<file path="src/common/modexp_pkg.sv">
package modexp_pkg;

    // what a start pulse asks for
    typedef enum logic {
        op_exp      = 1'b0,  // x^e mod m
        op_mont_mul = 1'b1   // x*y*R^-1 mod m, y on r2_mod_m
    } op_t;

    typedef enum logic [2:0] {
        st_idle       = 3'd0,
        st_skip_zeros = 3'd1,
        st_to_mont    = 3'd2,
        st_square     = 3'd3,
        st_multiply   = 3'd4,
        st_from_mont  = 3'd5,
        st_mul_only   = 3'd6,
        st_done       = 3'd7
    } exp_state_t;

    // second multiplier operand
    typedef enum logic [1:0] {
        sel_b_pre = 2'd0,  // x image, or captured r2 before the image exists
        sel_b_acc = 2'd1,
        sel_b_one = 2'd2
    } sel_b_t;

    // controller to datapath strobes
    typedef struct packed {
        logic   capture;         // latch operands on start
        logic   a_load_r;        // acc <= R mod m
        logic   a_load_result;   // acc <= product, on mult_done
        logic   xm_load_result;  // x image <= product, on mult_done
        logic   sel_a_x;         // operand a is x, else acc
        sel_b_t sel_b;
        logic   exp_shift;       // next exponent bit
    } dp_ctrl_t;

endpackage

</file>
<file path="src/exponentiation/exp_controller.sv">
module exp_controller
    import modexp_pkg::*;
#(
    parameter int WIDTH = 64
) (
    input  logic     clk,
    input  logic     resetn,
    input  logic     start,
    input  op_t      op,
    input  logic     lead_bit,
    input  logic     last_bit,
    input  logic     mult_done,
    output dp_ctrl_t ctrl,
    output logic     mult_start,
    output logic     done
);

    exp_state_t state;
    exp_state_t state_nxt;
    logic       issued;      // product in flight for this state
    logic       mult_state;

    assign mult_state = state inside {st_to_mont, st_square, st_multiply,
                                      st_from_mont, st_mul_only};
    assign mult_start = mult_state && !issued;
    assign done       = (state == st_done);

    always_ff @(posedge clk)
    begin
        if (!resetn)
        begin
            state  <= st_idle;
            issued <= 1'b0;
        end
        else
        begin
            state <= state_nxt;
            if (mult_done)
                issued <= 1'b0;
            else if (mult_start)
                issued <= 1'b1;
        end
    end

    always_comb
    begin
        state_nxt = state;
        ctrl      = '0;
        unique case (state)
            st_idle:
            begin
                if (start)
                begin
                    ctrl.capture = 1'b1;
                    state_nxt    = (op == op_exp) ? st_skip_zeros : st_mul_only;
                end
            end
            st_skip_zeros:
            begin
                if (lead_bit)
                    state_nxt = st_to_mont;
                else if (last_bit)
                begin
                    ctrl.a_load_r = 1'b1;  // zero exponent yields R*R^-1
                    state_nxt     = st_from_mont;
                end
                else
                    ctrl.exp_shift = 1'b1;
            end
            st_to_mont:
            begin
                ctrl.sel_a_x        = 1'b1;  // x * R^2 * R^-1
                ctrl.sel_b          = sel_b_pre;
                ctrl.a_load_r       = 1'b1;
                ctrl.xm_load_result = 1'b1;
                if (mult_done)
                    state_nxt = st_square;
            end
            st_square:
            begin
                ctrl.sel_b         = sel_b_acc;
                ctrl.a_load_result = 1'b1;
                if (mult_done)
                begin
                    if (lead_bit)
                        state_nxt = st_multiply;
                    else if (last_bit)
                        state_nxt = st_from_mont;
                    else
                        ctrl.exp_shift = 1'b1;
                end
            end
            st_multiply:
            begin
                ctrl.sel_b         = sel_b_pre;
                ctrl.a_load_result = 1'b1;
                if (mult_done)
                begin
                    if (last_bit)
                        state_nxt = st_from_mont;
                    else
                    begin
                        ctrl.exp_shift = 1'b1;
                        state_nxt      = st_square;
                    end
                end
            end
            st_from_mont:
            begin
                ctrl.sel_b         = sel_b_one;
                ctrl.a_load_result = 1'b1;
                if (mult_done)
                    state_nxt = st_done;
            end
            st_mul_only:
            begin
                ctrl.sel_a_x       = 1'b1;
                ctrl.sel_b         = sel_b_pre;
                ctrl.a_load_result = 1'b1;
                if (mult_done)
                    state_nxt = st_done;
            end
            st_done:   state_nxt = st_idle;
            default:   state_nxt = st_idle;
        endcase
    end

    // a multiplier completion always answers a product issued here
    a_done_issued: assert property (@(posedge clk) disable iff (!resetn)
        mult_done |-> issued);

    a_start_pulse: assert property (@(posedge clk) disable iff (!resetn)
        mult_start |=> !mult_start);

    // multiplier latency the state timing relies on
    a_mult_latency: assert property (@(posedge clk) disable iff (!resetn)
        mult_start |=> !mult_done [*(WIDTH+1)] ##1 mult_done);

endmodule

</file>
<file path="src/exponentiation/exp_datapath.sv">
module exp_datapath
    import modexp_pkg::*;
#(
    parameter int WIDTH = 64
) (
    input  logic             clk,
    input  logic             resetn,
    input  dp_ctrl_t         ctrl,
    input  logic [WIDTH-1:0] modulus,
    input  logic [WIDTH-1:0] r_mod_m,
    input  logic [WIDTH-1:0] r2_mod_m,
    input  logic [WIDTH-1:0] exponent,
    input  logic [WIDTH-1:0] x,
    input  logic [WIDTH-1:0] mult_result,
    input  logic             mult_done,
    output logic [WIDTH-1:0] mult_a,
    output logic [WIDTH-1:0] mult_b,
    output logic [WIDTH-1:0] mult_m,
    output logic             lead_bit,
    output logic             last_bit,
    output logic [WIDTH-1:0] result
);

    localparam int CNT_W = (WIDTH > 1) ? $clog2(WIDTH) : 1;

    logic [WIDTH-1:0] mod_q;
    logic [WIDTH-1:0] r_q;
    logic [WIDTH-1:0] r2_q;     // R^2 mod m, or y in product mode
    logic [WIDTH-1:0] x_q;
    logic [WIDTH-1:0] exp_q;
    logic [CNT_W-1:0] bit_cnt;
    logic [WIDTH-1:0] acc;
    logic [WIDTH-1:0] xm;       // x in the Montgomery domain
    logic             xm_ready;

    always_ff @(posedge clk)
    begin
        if (ctrl.capture)
        begin
            mod_q <= modulus;
            r_q   <= r_mod_m;
            r2_q  <= r2_mod_m;
            x_q   <= x;
        end
    end

    always_ff @(posedge clk)
    begin
        if (ctrl.capture)
            exp_q <= exponent;
        else if (ctrl.exp_shift)
            exp_q <= {exp_q[WIDTH-2:0], 1'b0};
    end

    always_ff @(posedge clk)
    begin
        if (!resetn)
        begin
            bit_cnt  <= '0;
            acc      <= '0;
            xm_ready <= 1'b0;
        end
        else
        begin
            if (ctrl.capture)
                bit_cnt <= '0;
            else if (ctrl.exp_shift)
                bit_cnt <= bit_cnt + 1'b1;

            if (ctrl.a_load_r)
                acc <= r_q;
            else if (ctrl.a_load_result && mult_done)
                acc <= mult_result;

            if (ctrl.capture)
                xm_ready <= 1'b0;
            else if (ctrl.xm_load_result && mult_done)
                xm_ready <= 1'b1;
        end
    end

    always_ff @(posedge clk)
    begin
        if (ctrl.xm_load_result && mult_done)
            xm <= mult_result;
    end

    assign mult_a = ctrl.sel_a_x ? x_q : acc;

    always_comb
    begin
        unique case (ctrl.sel_b)
            sel_b_pre: mult_b = xm_ready ? xm : r2_q;
            sel_b_acc: mult_b = acc;
            default:   mult_b = WIDTH'(1);  // leave the Montgomery domain
        endcase
    end

    assign mult_m   = mod_q;
    assign lead_bit = exp_q[WIDTH-1];
    assign last_bit = (bit_cnt == CNT_W'(WIDTH - 1));
    assign result   = acc;

    a_no_shift_on_capture: assert property (@(posedge clk) disable iff (!resetn)
        !(ctrl.exp_shift && ctrl.capture));

endmodule

</file>
<file path="src/exponentiation/exponentiation.sv">
module exponentiation
    import modexp_pkg::*;
#(
    parameter int WIDTH = 64
) (
    input  logic             clk,
    input  logic             resetn,
    input  logic             start,
    input  op_t              op,
    input  logic [WIDTH-1:0] modulus,
    input  logic [WIDTH-1:0] r_mod_m,
    input  logic [WIDTH-1:0] r2_mod_m,   // y in product mode
    input  logic [WIDTH-1:0] exponent,
    input  logic [WIDTH-1:0] x,
    output logic             done,
    output logic [WIDTH-1:0] result
);

    dp_ctrl_t         ctrl;
    logic             lead_bit;
    logic             last_bit;
    logic             mult_start;
    logic             mult_done;
    logic [WIDTH-1:0] mult_a;
    logic [WIDTH-1:0] mult_b;
    logic [WIDTH-1:0] mult_m;
    logic [WIDTH-1:0] mult_result;

    exp_controller #(
        .WIDTH (WIDTH)
    ) i_exp_controller (
        .clk        (clk),
        .resetn     (resetn),
        .start      (start),
        .op         (op),
        .lead_bit   (lead_bit),
        .last_bit   (last_bit),
        .mult_done  (mult_done),
        .ctrl       (ctrl),
        .mult_start (mult_start),
        .done       (done)
    );

    exp_datapath #(
        .WIDTH (WIDTH)
    ) i_exp_datapath (
        .clk         (clk),
        .resetn      (resetn),
        .ctrl        (ctrl),
        .modulus     (modulus),
        .r_mod_m     (r_mod_m),
        .r2_mod_m    (r2_mod_m),
        .exponent    (exponent),
        .x           (x),
        .mult_result (mult_result),
        .mult_done   (mult_done),
        .mult_a      (mult_a),
        .mult_b      (mult_b),
        .mult_m      (mult_m),
        .lead_bit    (lead_bit),
        .last_bit    (last_bit),
        .result      (result)
    );

    montgomery_mult #(
        .WIDTH (WIDTH)
    ) i_montgomery_mult (
        .clk    (clk),
        .resetn (resetn),
        .start  (mult_start),
        .a      (mult_a),
        .b      (mult_b),
        .m      (mult_m),
        .result (mult_result),
        .done   (mult_done)
    );

endmodule

</file>
<file path="src/montgomery/montgomery_mult.sv">
module montgomery_mult #(
    parameter int WIDTH = 64
) (
    input  logic             clk,
    input  logic             resetn,
    input  logic             start,
    input  logic [WIDTH-1:0] a,
    input  logic [WIDTH-1:0] b,
    input  logic [WIDTH-1:0] m,
    output logic [WIDTH-1:0] result,
    output logic             done
);

    localparam int CNT_W = (WIDTH > 1) ? $clog2(WIDTH) : 1;

    logic             busy;       // iterating
    logic             sub_phase;  // final subtract cycle
    logic [CNT_W-1:0] iter;
    logic             accept;

    logic [WIDTH-1:0] a_shift;
    logic [WIDTH-1:0] b_q;
    logic [WIDTH-1:0] m_q;
    logic [WIDTH+1:0] sum;        // partial sum, stays below 2m
    logic [WIDTH+1:0] sum_b;
    logic [WIDTH+1:0] sum_bm;
    logic [WIDTH+1:0] sum_sub;
    logic             sum_ge_m;

    assign accept = start && !busy && !sub_phase;

    // one radix-2 step: add b on the current a bit, make even with m
    always_comb
    begin
        sum_b    = sum + (a_shift[0] ? {2'b00, b_q} : '0);
        sum_bm   = sum_b + (sum_b[0] ? {2'b00, m_q} : '0);
        sum_sub  = sum - {2'b00, m_q};
        sum_ge_m = (sum >= {2'b00, m_q});
    end

    always_ff @(posedge clk)
    begin
        if (!resetn)
        begin
            busy      <= 1'b0;
            sub_phase <= 1'b0;
            iter      <= '0;
            done      <= 1'b0;
        end
        else
        begin
            done <= 1'b0;
            if (accept)
            begin
                busy <= 1'b1;
                iter <= '0;
            end
            else if (busy)
            begin
                iter <= iter + 1'b1;
                if (iter == CNT_W'(WIDTH - 1))
                begin
                    busy      <= 1'b0;
                    sub_phase <= 1'b1;
                end
            end
            else if (sub_phase)
            begin
                sub_phase <= 1'b0;
                done      <= 1'b1;
            end
        end
    end

    // operand and sum registers
    always_ff @(posedge clk)
    begin
        if (accept)
        begin
            a_shift <= a;
            b_q     <= b;
            m_q     <= m;
            sum     <= '0;
        end
        else if (busy)
        begin
            a_shift <= a_shift >> 1;
            sum     <= sum_bm >> 1;
        end
    end

    // held until the next product completes
    always_ff @(posedge clk)
    begin
        if (sub_phase)
            result <= sum_ge_m ? sum_sub[WIDTH-1:0] : sum[WIDTH-1:0];
    end

    // the controller waits for done before issuing the next product
    a_start_idle: assert property (@(posedge clk) disable iff (!resetn)
        start |-> !busy && !sub_phase);

endmodule

</file>
<file path="config.mk">
export PLATFORM = sky130hd
export DESIGN_NAME = exponentiation
export DESIGN_NICKNAME = d
export VERILOG_FILES = /design/src/common/modexp_pkg.sv /design/src/exponentiation/exp_controller.sv /design/src/exponentiation/exp_datapath.sv /design/src/exponentiation/exponentiation.sv /design/src/montgomery/montgomery_mult.sv
export SDC_FILE = /design/constraint.sdc
export NUM_CORES = 1
export LEC_CHECK = 0
export ABC_CLOCK_PERIOD_IN_PS = 39500
export BUFFER_PORTS_ARGS = -buffer_cell sky130_fd_sc_hd__buf_2
export CAP_MARGIN = 20
export CORE_ASPECT_RATIO = 2
export CORE_UTILIZATION = 50
export DETAILED_ROUTE_END_ITERATION = 7
export PLACE_DENSITY_LB_ADDON = 0.3
export SYNTH_ARGS = -nofsm -noshare
export SYNTH_HDL_FRONTEND = slang
export SYNTH_HIERARCHICAL = 1
export SYNTH_SLANG_ARGS = --single-unit
</file>
<file path="constraint.sdc">
create_clock -name clk -period 39.5 [get_ports clk]
set_input_delay 0 -clock clk [delete_from_list [all_inputs] [get_ports clk]]
set_output_delay 0 -clock clk [all_outputs]
set_load 0.02 [all_outputs]
</file>
* Word-level counts from Yosys, hierarchy flattened *
Cells that the tools add are included.

cells by class
  mux-type cells = 43
  reduce and logical (&&, ||, !) cells = 23
  equality and inequality tests = 16
  add/sub/neg operators = 5
  bitwise operators = 2
  $lt $le $gt $ge = 1

operator list
  cell                                                    count
  two-way mux 64 bit                                      11
  case mux 64 bit (2 select lines)                        1
  adder 65 x 64 -> 66 bit                                 1
  adder 66 bit                                            1
  greater-or-equal comparator 65 x 64 -> 1 bit            1
  subtractor 64 bit                                       1
  two-way mux 3 bit                                       10
  case mux 3 bit (7 select lines)                         1
  two-way mux 1 bit                                       17
  adder 6 x 1 -> 6 bit (second input constant)            2
  equality test 3 bit (second input constant)             4
  equality test 6 bit (second input constant)             2
  OR reduction 2 bit                                      5
  inequality test 2 x 1 -> 1 bit (second input constant)  4
  equality test 3 x 2 -> 1 bit (second input constant)    2
  nonzero test 2 bit                                      3
  logical AND 1 bit                                       5
  AND reduction 5 bit                                     1
  nonzero test 5 bit                                      1
  inequality test 2 bit (second input constant)           2
  case mux 2 bit (2 select lines)                         1
  OR reduction 4 bit                                      1
  equality test 3 x 1 -> 1 bit (second input constant)    1
  zero test 1 bit                                         3
  8 further kinds                                         9

word-level totals
  register bits after elaboration = 789
  logic and storage cells = 110
  output and inout port bits = 65

* Longest topological paths before layout *
  depth in word-level cells = 7
  gate-level depth with buffers = 29

* Hierarchy *
Netlist, hierarchy kept.

modules (own cells, without submodules)
  module           area each (µm²)  instances  cells an instance  seq. area each (µm²)
  montgomery_mult  23764.0          1          2501               9168.8
  exp_datapath     18026.0          1          1057               12952.4
  exp_controller   400.4            1          58                 80.1

* Worst setup path after synthesis *
No wires, ideal clock.

  path type = flip-flop to flip-flop
  from = register i_exp_controller.state[1]
  to = register i_exp_datapath.exp_q[0], enable pin
  period minus slack after synthesis = 31302 ps
  required time = 39106 ps
  slack = 8198 ps
  arrival time = 30908 ps
  library setup time = 394 ps
  cell stages (with the launch flop) = 6
  buffers on the path = 3
  path through = dfxtp_1 -> buf_2 -> nor4b_1 -> buf_2 -> buf_2 -> or2_2

RTL lines
  element                   RTL line              source
  start: declaration        exp_controller.sv:18  exp_state_t state;
  start signal: assignment  exp_controller.sv:32  state <= st_idle;
  start signal: assignment  exp_controller.sv:37  state <= state_nxt;
  end signal: assignment    exp_datapath.sv:50    exp_q <= exponent;
  end signal: assignment    exp_datapath.sv:52    exp_q <= {exp_q[WIDTH-2:0], 1'b0};
  end: declaration          exp_datapath.sv:30    logic [WIDTH-1:0] exp_q;

* Worst setup path in the final report *
  from = register i_montgomery_mult.a_shift[0]
  to = register i_montgomery_mult.sum[64]

on the way
  cells in the longest elaborated chain, start to end = 4

ends and longest elaborated chain
  element                      RTL line               source
  start: declaration           montgomery_mult.sv:21  logic [WIDTH-1:0] a_shift;
  start signal: assignment     montgomery_mult.sv:87  a_shift <= a_shift >> 1;
  two-way mux 64 bit (*)       montgomery_mult.sv:35  sum_b = sum + (a_shift[0] ? {2'b00, b_q} : '0);
  adder 65 x 64 -> 66 bit (*)  montgomery_mult.sv:35
  two-way mux 64 bit           montgomery_mult.sv:36  sum_bm = sum_b + (sum_b[0] ? {2'b00, m_q} : '0);
  adder 66 bit (*)             montgomery_mult.sv:36
  end signal: assignment       montgomery_mult.sv:88  sum <= sum_bm >> 1;
  end: declaration             montgomery_mult.sv:24  logic [WIDTH+1:0] sum;

Mark *: on every way between the ends. The rest lies on a longest branch, timed or not.
A chain may end at the register's enable or synchronous reset.

==> metrics.md <==
| Metric | Value |
|---|---|
| CP Capture Type | `register` |
| Vias in the first global route | `between 30000 and 40000` |
| Worst path bufs/invs | `1` |
| Leak Pwr | `between 20 and 25 nW` |
| Post-Synth Simple-Gate Area | `approximately 9.7%` |
| Post-synth EDFFs | `640` |
| Share of layout cells above drive strength 1 | `between 10% and 20%` |
| Worst-Margin Slew | `~1.1 ns` |
| Via density | `roughly 6` |
| Outcome | `completed` |
| Global-route wire length before repair | `roughly 200000 um` |
| Syn_area_per_cell | `11.7 sq um` |
| Synth warn | `6` |
| Max-Cap Viols | `0` |
| H-tree Lvls | `3` |
| Syn Inst Count | `~3600` |
| Mux cell area share after synthesis | `10.1%` |
| Relative slew margins | `roughly 28%` |
| Die Area | `approximately 0.086 sq mm` |
| Syn nets | `roughly 4100` |
| Die Ht | `around 410 um` |
| Worst skew pair latency | `around 0.69 ns` |
| Seq/Total Area, Yosys | `between 50% and 60%` |
| Die Width | `about 210 um` |
| Cell mode on critical path | `a21o_1` |
| Antenna-violating nets left | `0` |
| Routed WL | `between 100000 and 150000 um` |
| Non-Filler Instances | `5402` |
| Final Wtd Congestion | `around 1.1` |
| Via count | `between 30000 and 40000` |
| Crit path max-delay family | `compound AO/OA/AOI/OAI gates` |
| Largest net degree at the start of global routing | `between 150 and 200` |
| RSZ-0062 raised after global routing | `no` |
| Max FO, Critical Path | `between 60 and 70` |
| Post-DP Area | `roughly 0.045 sq mm` |
| Synth Area in Adders | `5.87%` |
| Worst-path clk slew | `0.07 ns` |
| Initial core utilization | `between 50% and 60%` |
| # clock sinks | `around 790` |
| Xor/xnor cell area share of the yosys netlist | `approximately 3.8%` |
| Crit path DAT | `~7.3 ns` |
| Commonest non-fill, non-tap cell in the layout | `edfxtp_1` |
| Final instance area | `0.0508 sq mm` |
| Final hold viol count | `0` |
| Tot GR Track Use | `between 30% and 40%` |
| Post-synthesis compound-gate area fraction | `between 10% and 20%` |
| CTS buffer count | `73` |
| Min-Delay Path Class | `input port to register` |
| DP Wirelength | `approximately 100000 um` |
| Yosys reg bits | `789` |
| Fmax | `between 100 and 150 MHz` |
| Peak supply drop | `~0.00011 V` |
| Cell count after placement | `4905` |
| Initial antenna violation count | `14` |
| CTS root buf | `clkbuf_16` |
| Ys flop type | `edfxtp_1` |
| Slew Limit Fails | `0` |
| Critical path type | `register to register` |
| DRT iter0 DRCs | `approximately 1900` |
| Drt wl/cell | `between 20 and 30 um` |
| Async set-reset flop share out of synthesis | `0%` |
| PwrDens | `87.8 mW/mm^2` |
| Layout Nets | `4785` |
| CTS tree | `yes` |
| Clock skew | `0.0275 ns` |
| Most frequent cells in the layout | `640 x edfxtp_1, 388 x buf_2, 348 x dlygate4sd3_1, 266 x nand2_1, 257 x mux2_2` |
| Critical path required time | `approximately 40 ns` |
| Drt pass-1 iters | `6` |
| Fin Setup TNS | `0 ns` |
| CP max stage delay | `0.42 ns` |
| Area Growth Syn to Fin | `20.4%` |
| Core Region | `0.0835 sq mm` |
| Synth cell types | `91` |
| Max stage delay cell, worst path | `fa_1` |
| Clk buf depth | `3` |
| Largest family of logic cells by synthesized area | `compound AO/OA/AOI/OAI gates` |
| Num ports | `389` |
| GRT Residual Overflow | `0` |
| Synthesized cell area | `between 0.04 and 0.05 sq mm` |
| Number of I/O port buffers | `around 390` |
| Min Tclk post-route | `approximately 6.7 ns` |
| Row Count | `150` |
| Drt drc | `0` |
| Final setup fails | `0` |
| Crit share post-route | `17.0%` |
| Worst setup SP type | `register` |
## power by group
| part | internal, mW | leakage (nW) | total [mW] | switching [mW] |
|---|---|---|---|---|
| clock | 0.379 | 1.14 | 0.714 | 0.335 |
| combinational | 0.866 | 12.7 | 2.27 | 1.40 |
| sequential | 1.26 | 7.23 | 1.48 | 0.220 |
## synth_stat cells (all sizes together) (38+ instances only)
library cell	n	share of area, %
and2	139	2.1
edfxtp	640	46
xnor2	111	2.3
nand3	43	0.51
o211a	71	1.7
buf	65	0.95
xor2	74	1.5
nor2	193	1.7
nand2	266	2.4
a22o	59	1.2
dfxtp	149	7.1
o21ai	185	2.2
a21oi	221	2.6
nor3	38	0.46
clkbuf	125	1.1
nand4	52	0.79
a21o	129	2.3
mux2i	135	3.2
mux2	257	6.9
inv	134	1.2
ha	193	5.7
## path summary, 6_finish.rpt
check	startpoint	end	slack, ns	cells after the start
setup reg to reg	i_montgomery_mult/a_shift[0]	i_montgomery_mult/sum[64]	32.79	27
hold reg to reg	i_exp_datapath/mult_m[62]	i_montgomery_mult/m_q[62]	0.42	0
setup / recovery	i_montgomery_mult/a_shift[0]	i_montgomery_mult/sum[64]	32.79	27
hold / removal	x[34]	i_exp_datapath/x_q[34]	0.01	2
## through the flow
| stage | setup WS (ns) | total power, mW | hold slack [ns] | utilization, % |
|---|---|---|---|---|
| after CTS | 32.86 | 4.43 | 0.000372 | 60.7 |
| after global routing | 32.35 | 4.69 | 0.00483 | 60.8 |
| after global placement | 32.92 | 3.65 | 0.176 | 53.7 |
| after detailed placement | 32.90 | 3.68 | 0.178 | 53.7 |
| final | 32.79 | 4.46 | 0.0146 | 60.8 |
| after floorplan | 8.20 | 3.06 | 0.0989 | - |
## cell type report
type | instances | area [sq um]
fill | 6582 | 32700
clock buffer | 97 | 1970
antenna | 13 | 32.5
timing repair buffer | 764 | 5660
clock inverter | 38 | 398
sequential | 789 | 22200
multi-input combinational | 2503 | 18700
tap | 1064 | 1330
inverter | 134 | 504
## routing by layer
metal	up-vias	share of wire [%]	global-route usage, %
li1	14800	-	-
met1	15400	30	27.3
met2	1269	52	58.9
met3	563	4.7	5.56
met4	2	13	37.2
met5	-	0.011	0
## flip-flops by register name (all words and copies together) (netlist names)
register / flops
i_montgomery_mult/result: 64
i_exp_datapath/bit_cnt: 6
i_exp_datapath/r2_q: 64
i_exp_controller/state: 3
i_exp_datapath/xm: 64
i_exp_datapath/mult_m: 64
i_montgomery_mult/m_q: 64
i_montgomery_mult/sum: 65
i_montgomery_mult/iter: 6
i_montgomery_mult/sub_phase: 1
i_exp_datapath/x_q: 64
i_montgomery_mult/b_q: 64
i_montgomery_mult/done: 1
i_exp_datapath/result: 64
i_exp_controller/issued: 1
i_exp_datapath/xm_ready: 1
i_montgomery_mult/a_shift: 64
i_exp_datapath/exp_q: 64
i_exp_datapath/r_q: 64
i_montgomery_mult/busy: 1
## cells by family (layout without fill, tap and decap cells)
| family | count (synthesis) | in the layout |
|---|---|---|
| AOI/OAI and AO/OA | 888 | 888 |
| buffers and inverters | 324 | 1033 |
| other | 0 | 13 |
| DFF | 789 | 789 |
| and+or+nand+nor | 842 | 842 |
| muxes | 392 | 392 |
| adders and majority gates | 196 | 196 |
| xor gates and xnor gates | 185 | 185 |
## repair_timing
action,CTS,global route
setup buffers,0,0
hold buffers,348,0
gates resized for setup,0,0
endpoints found under the hold margin,332,0
Note: power is estimated with default switching activity, not from simulation.
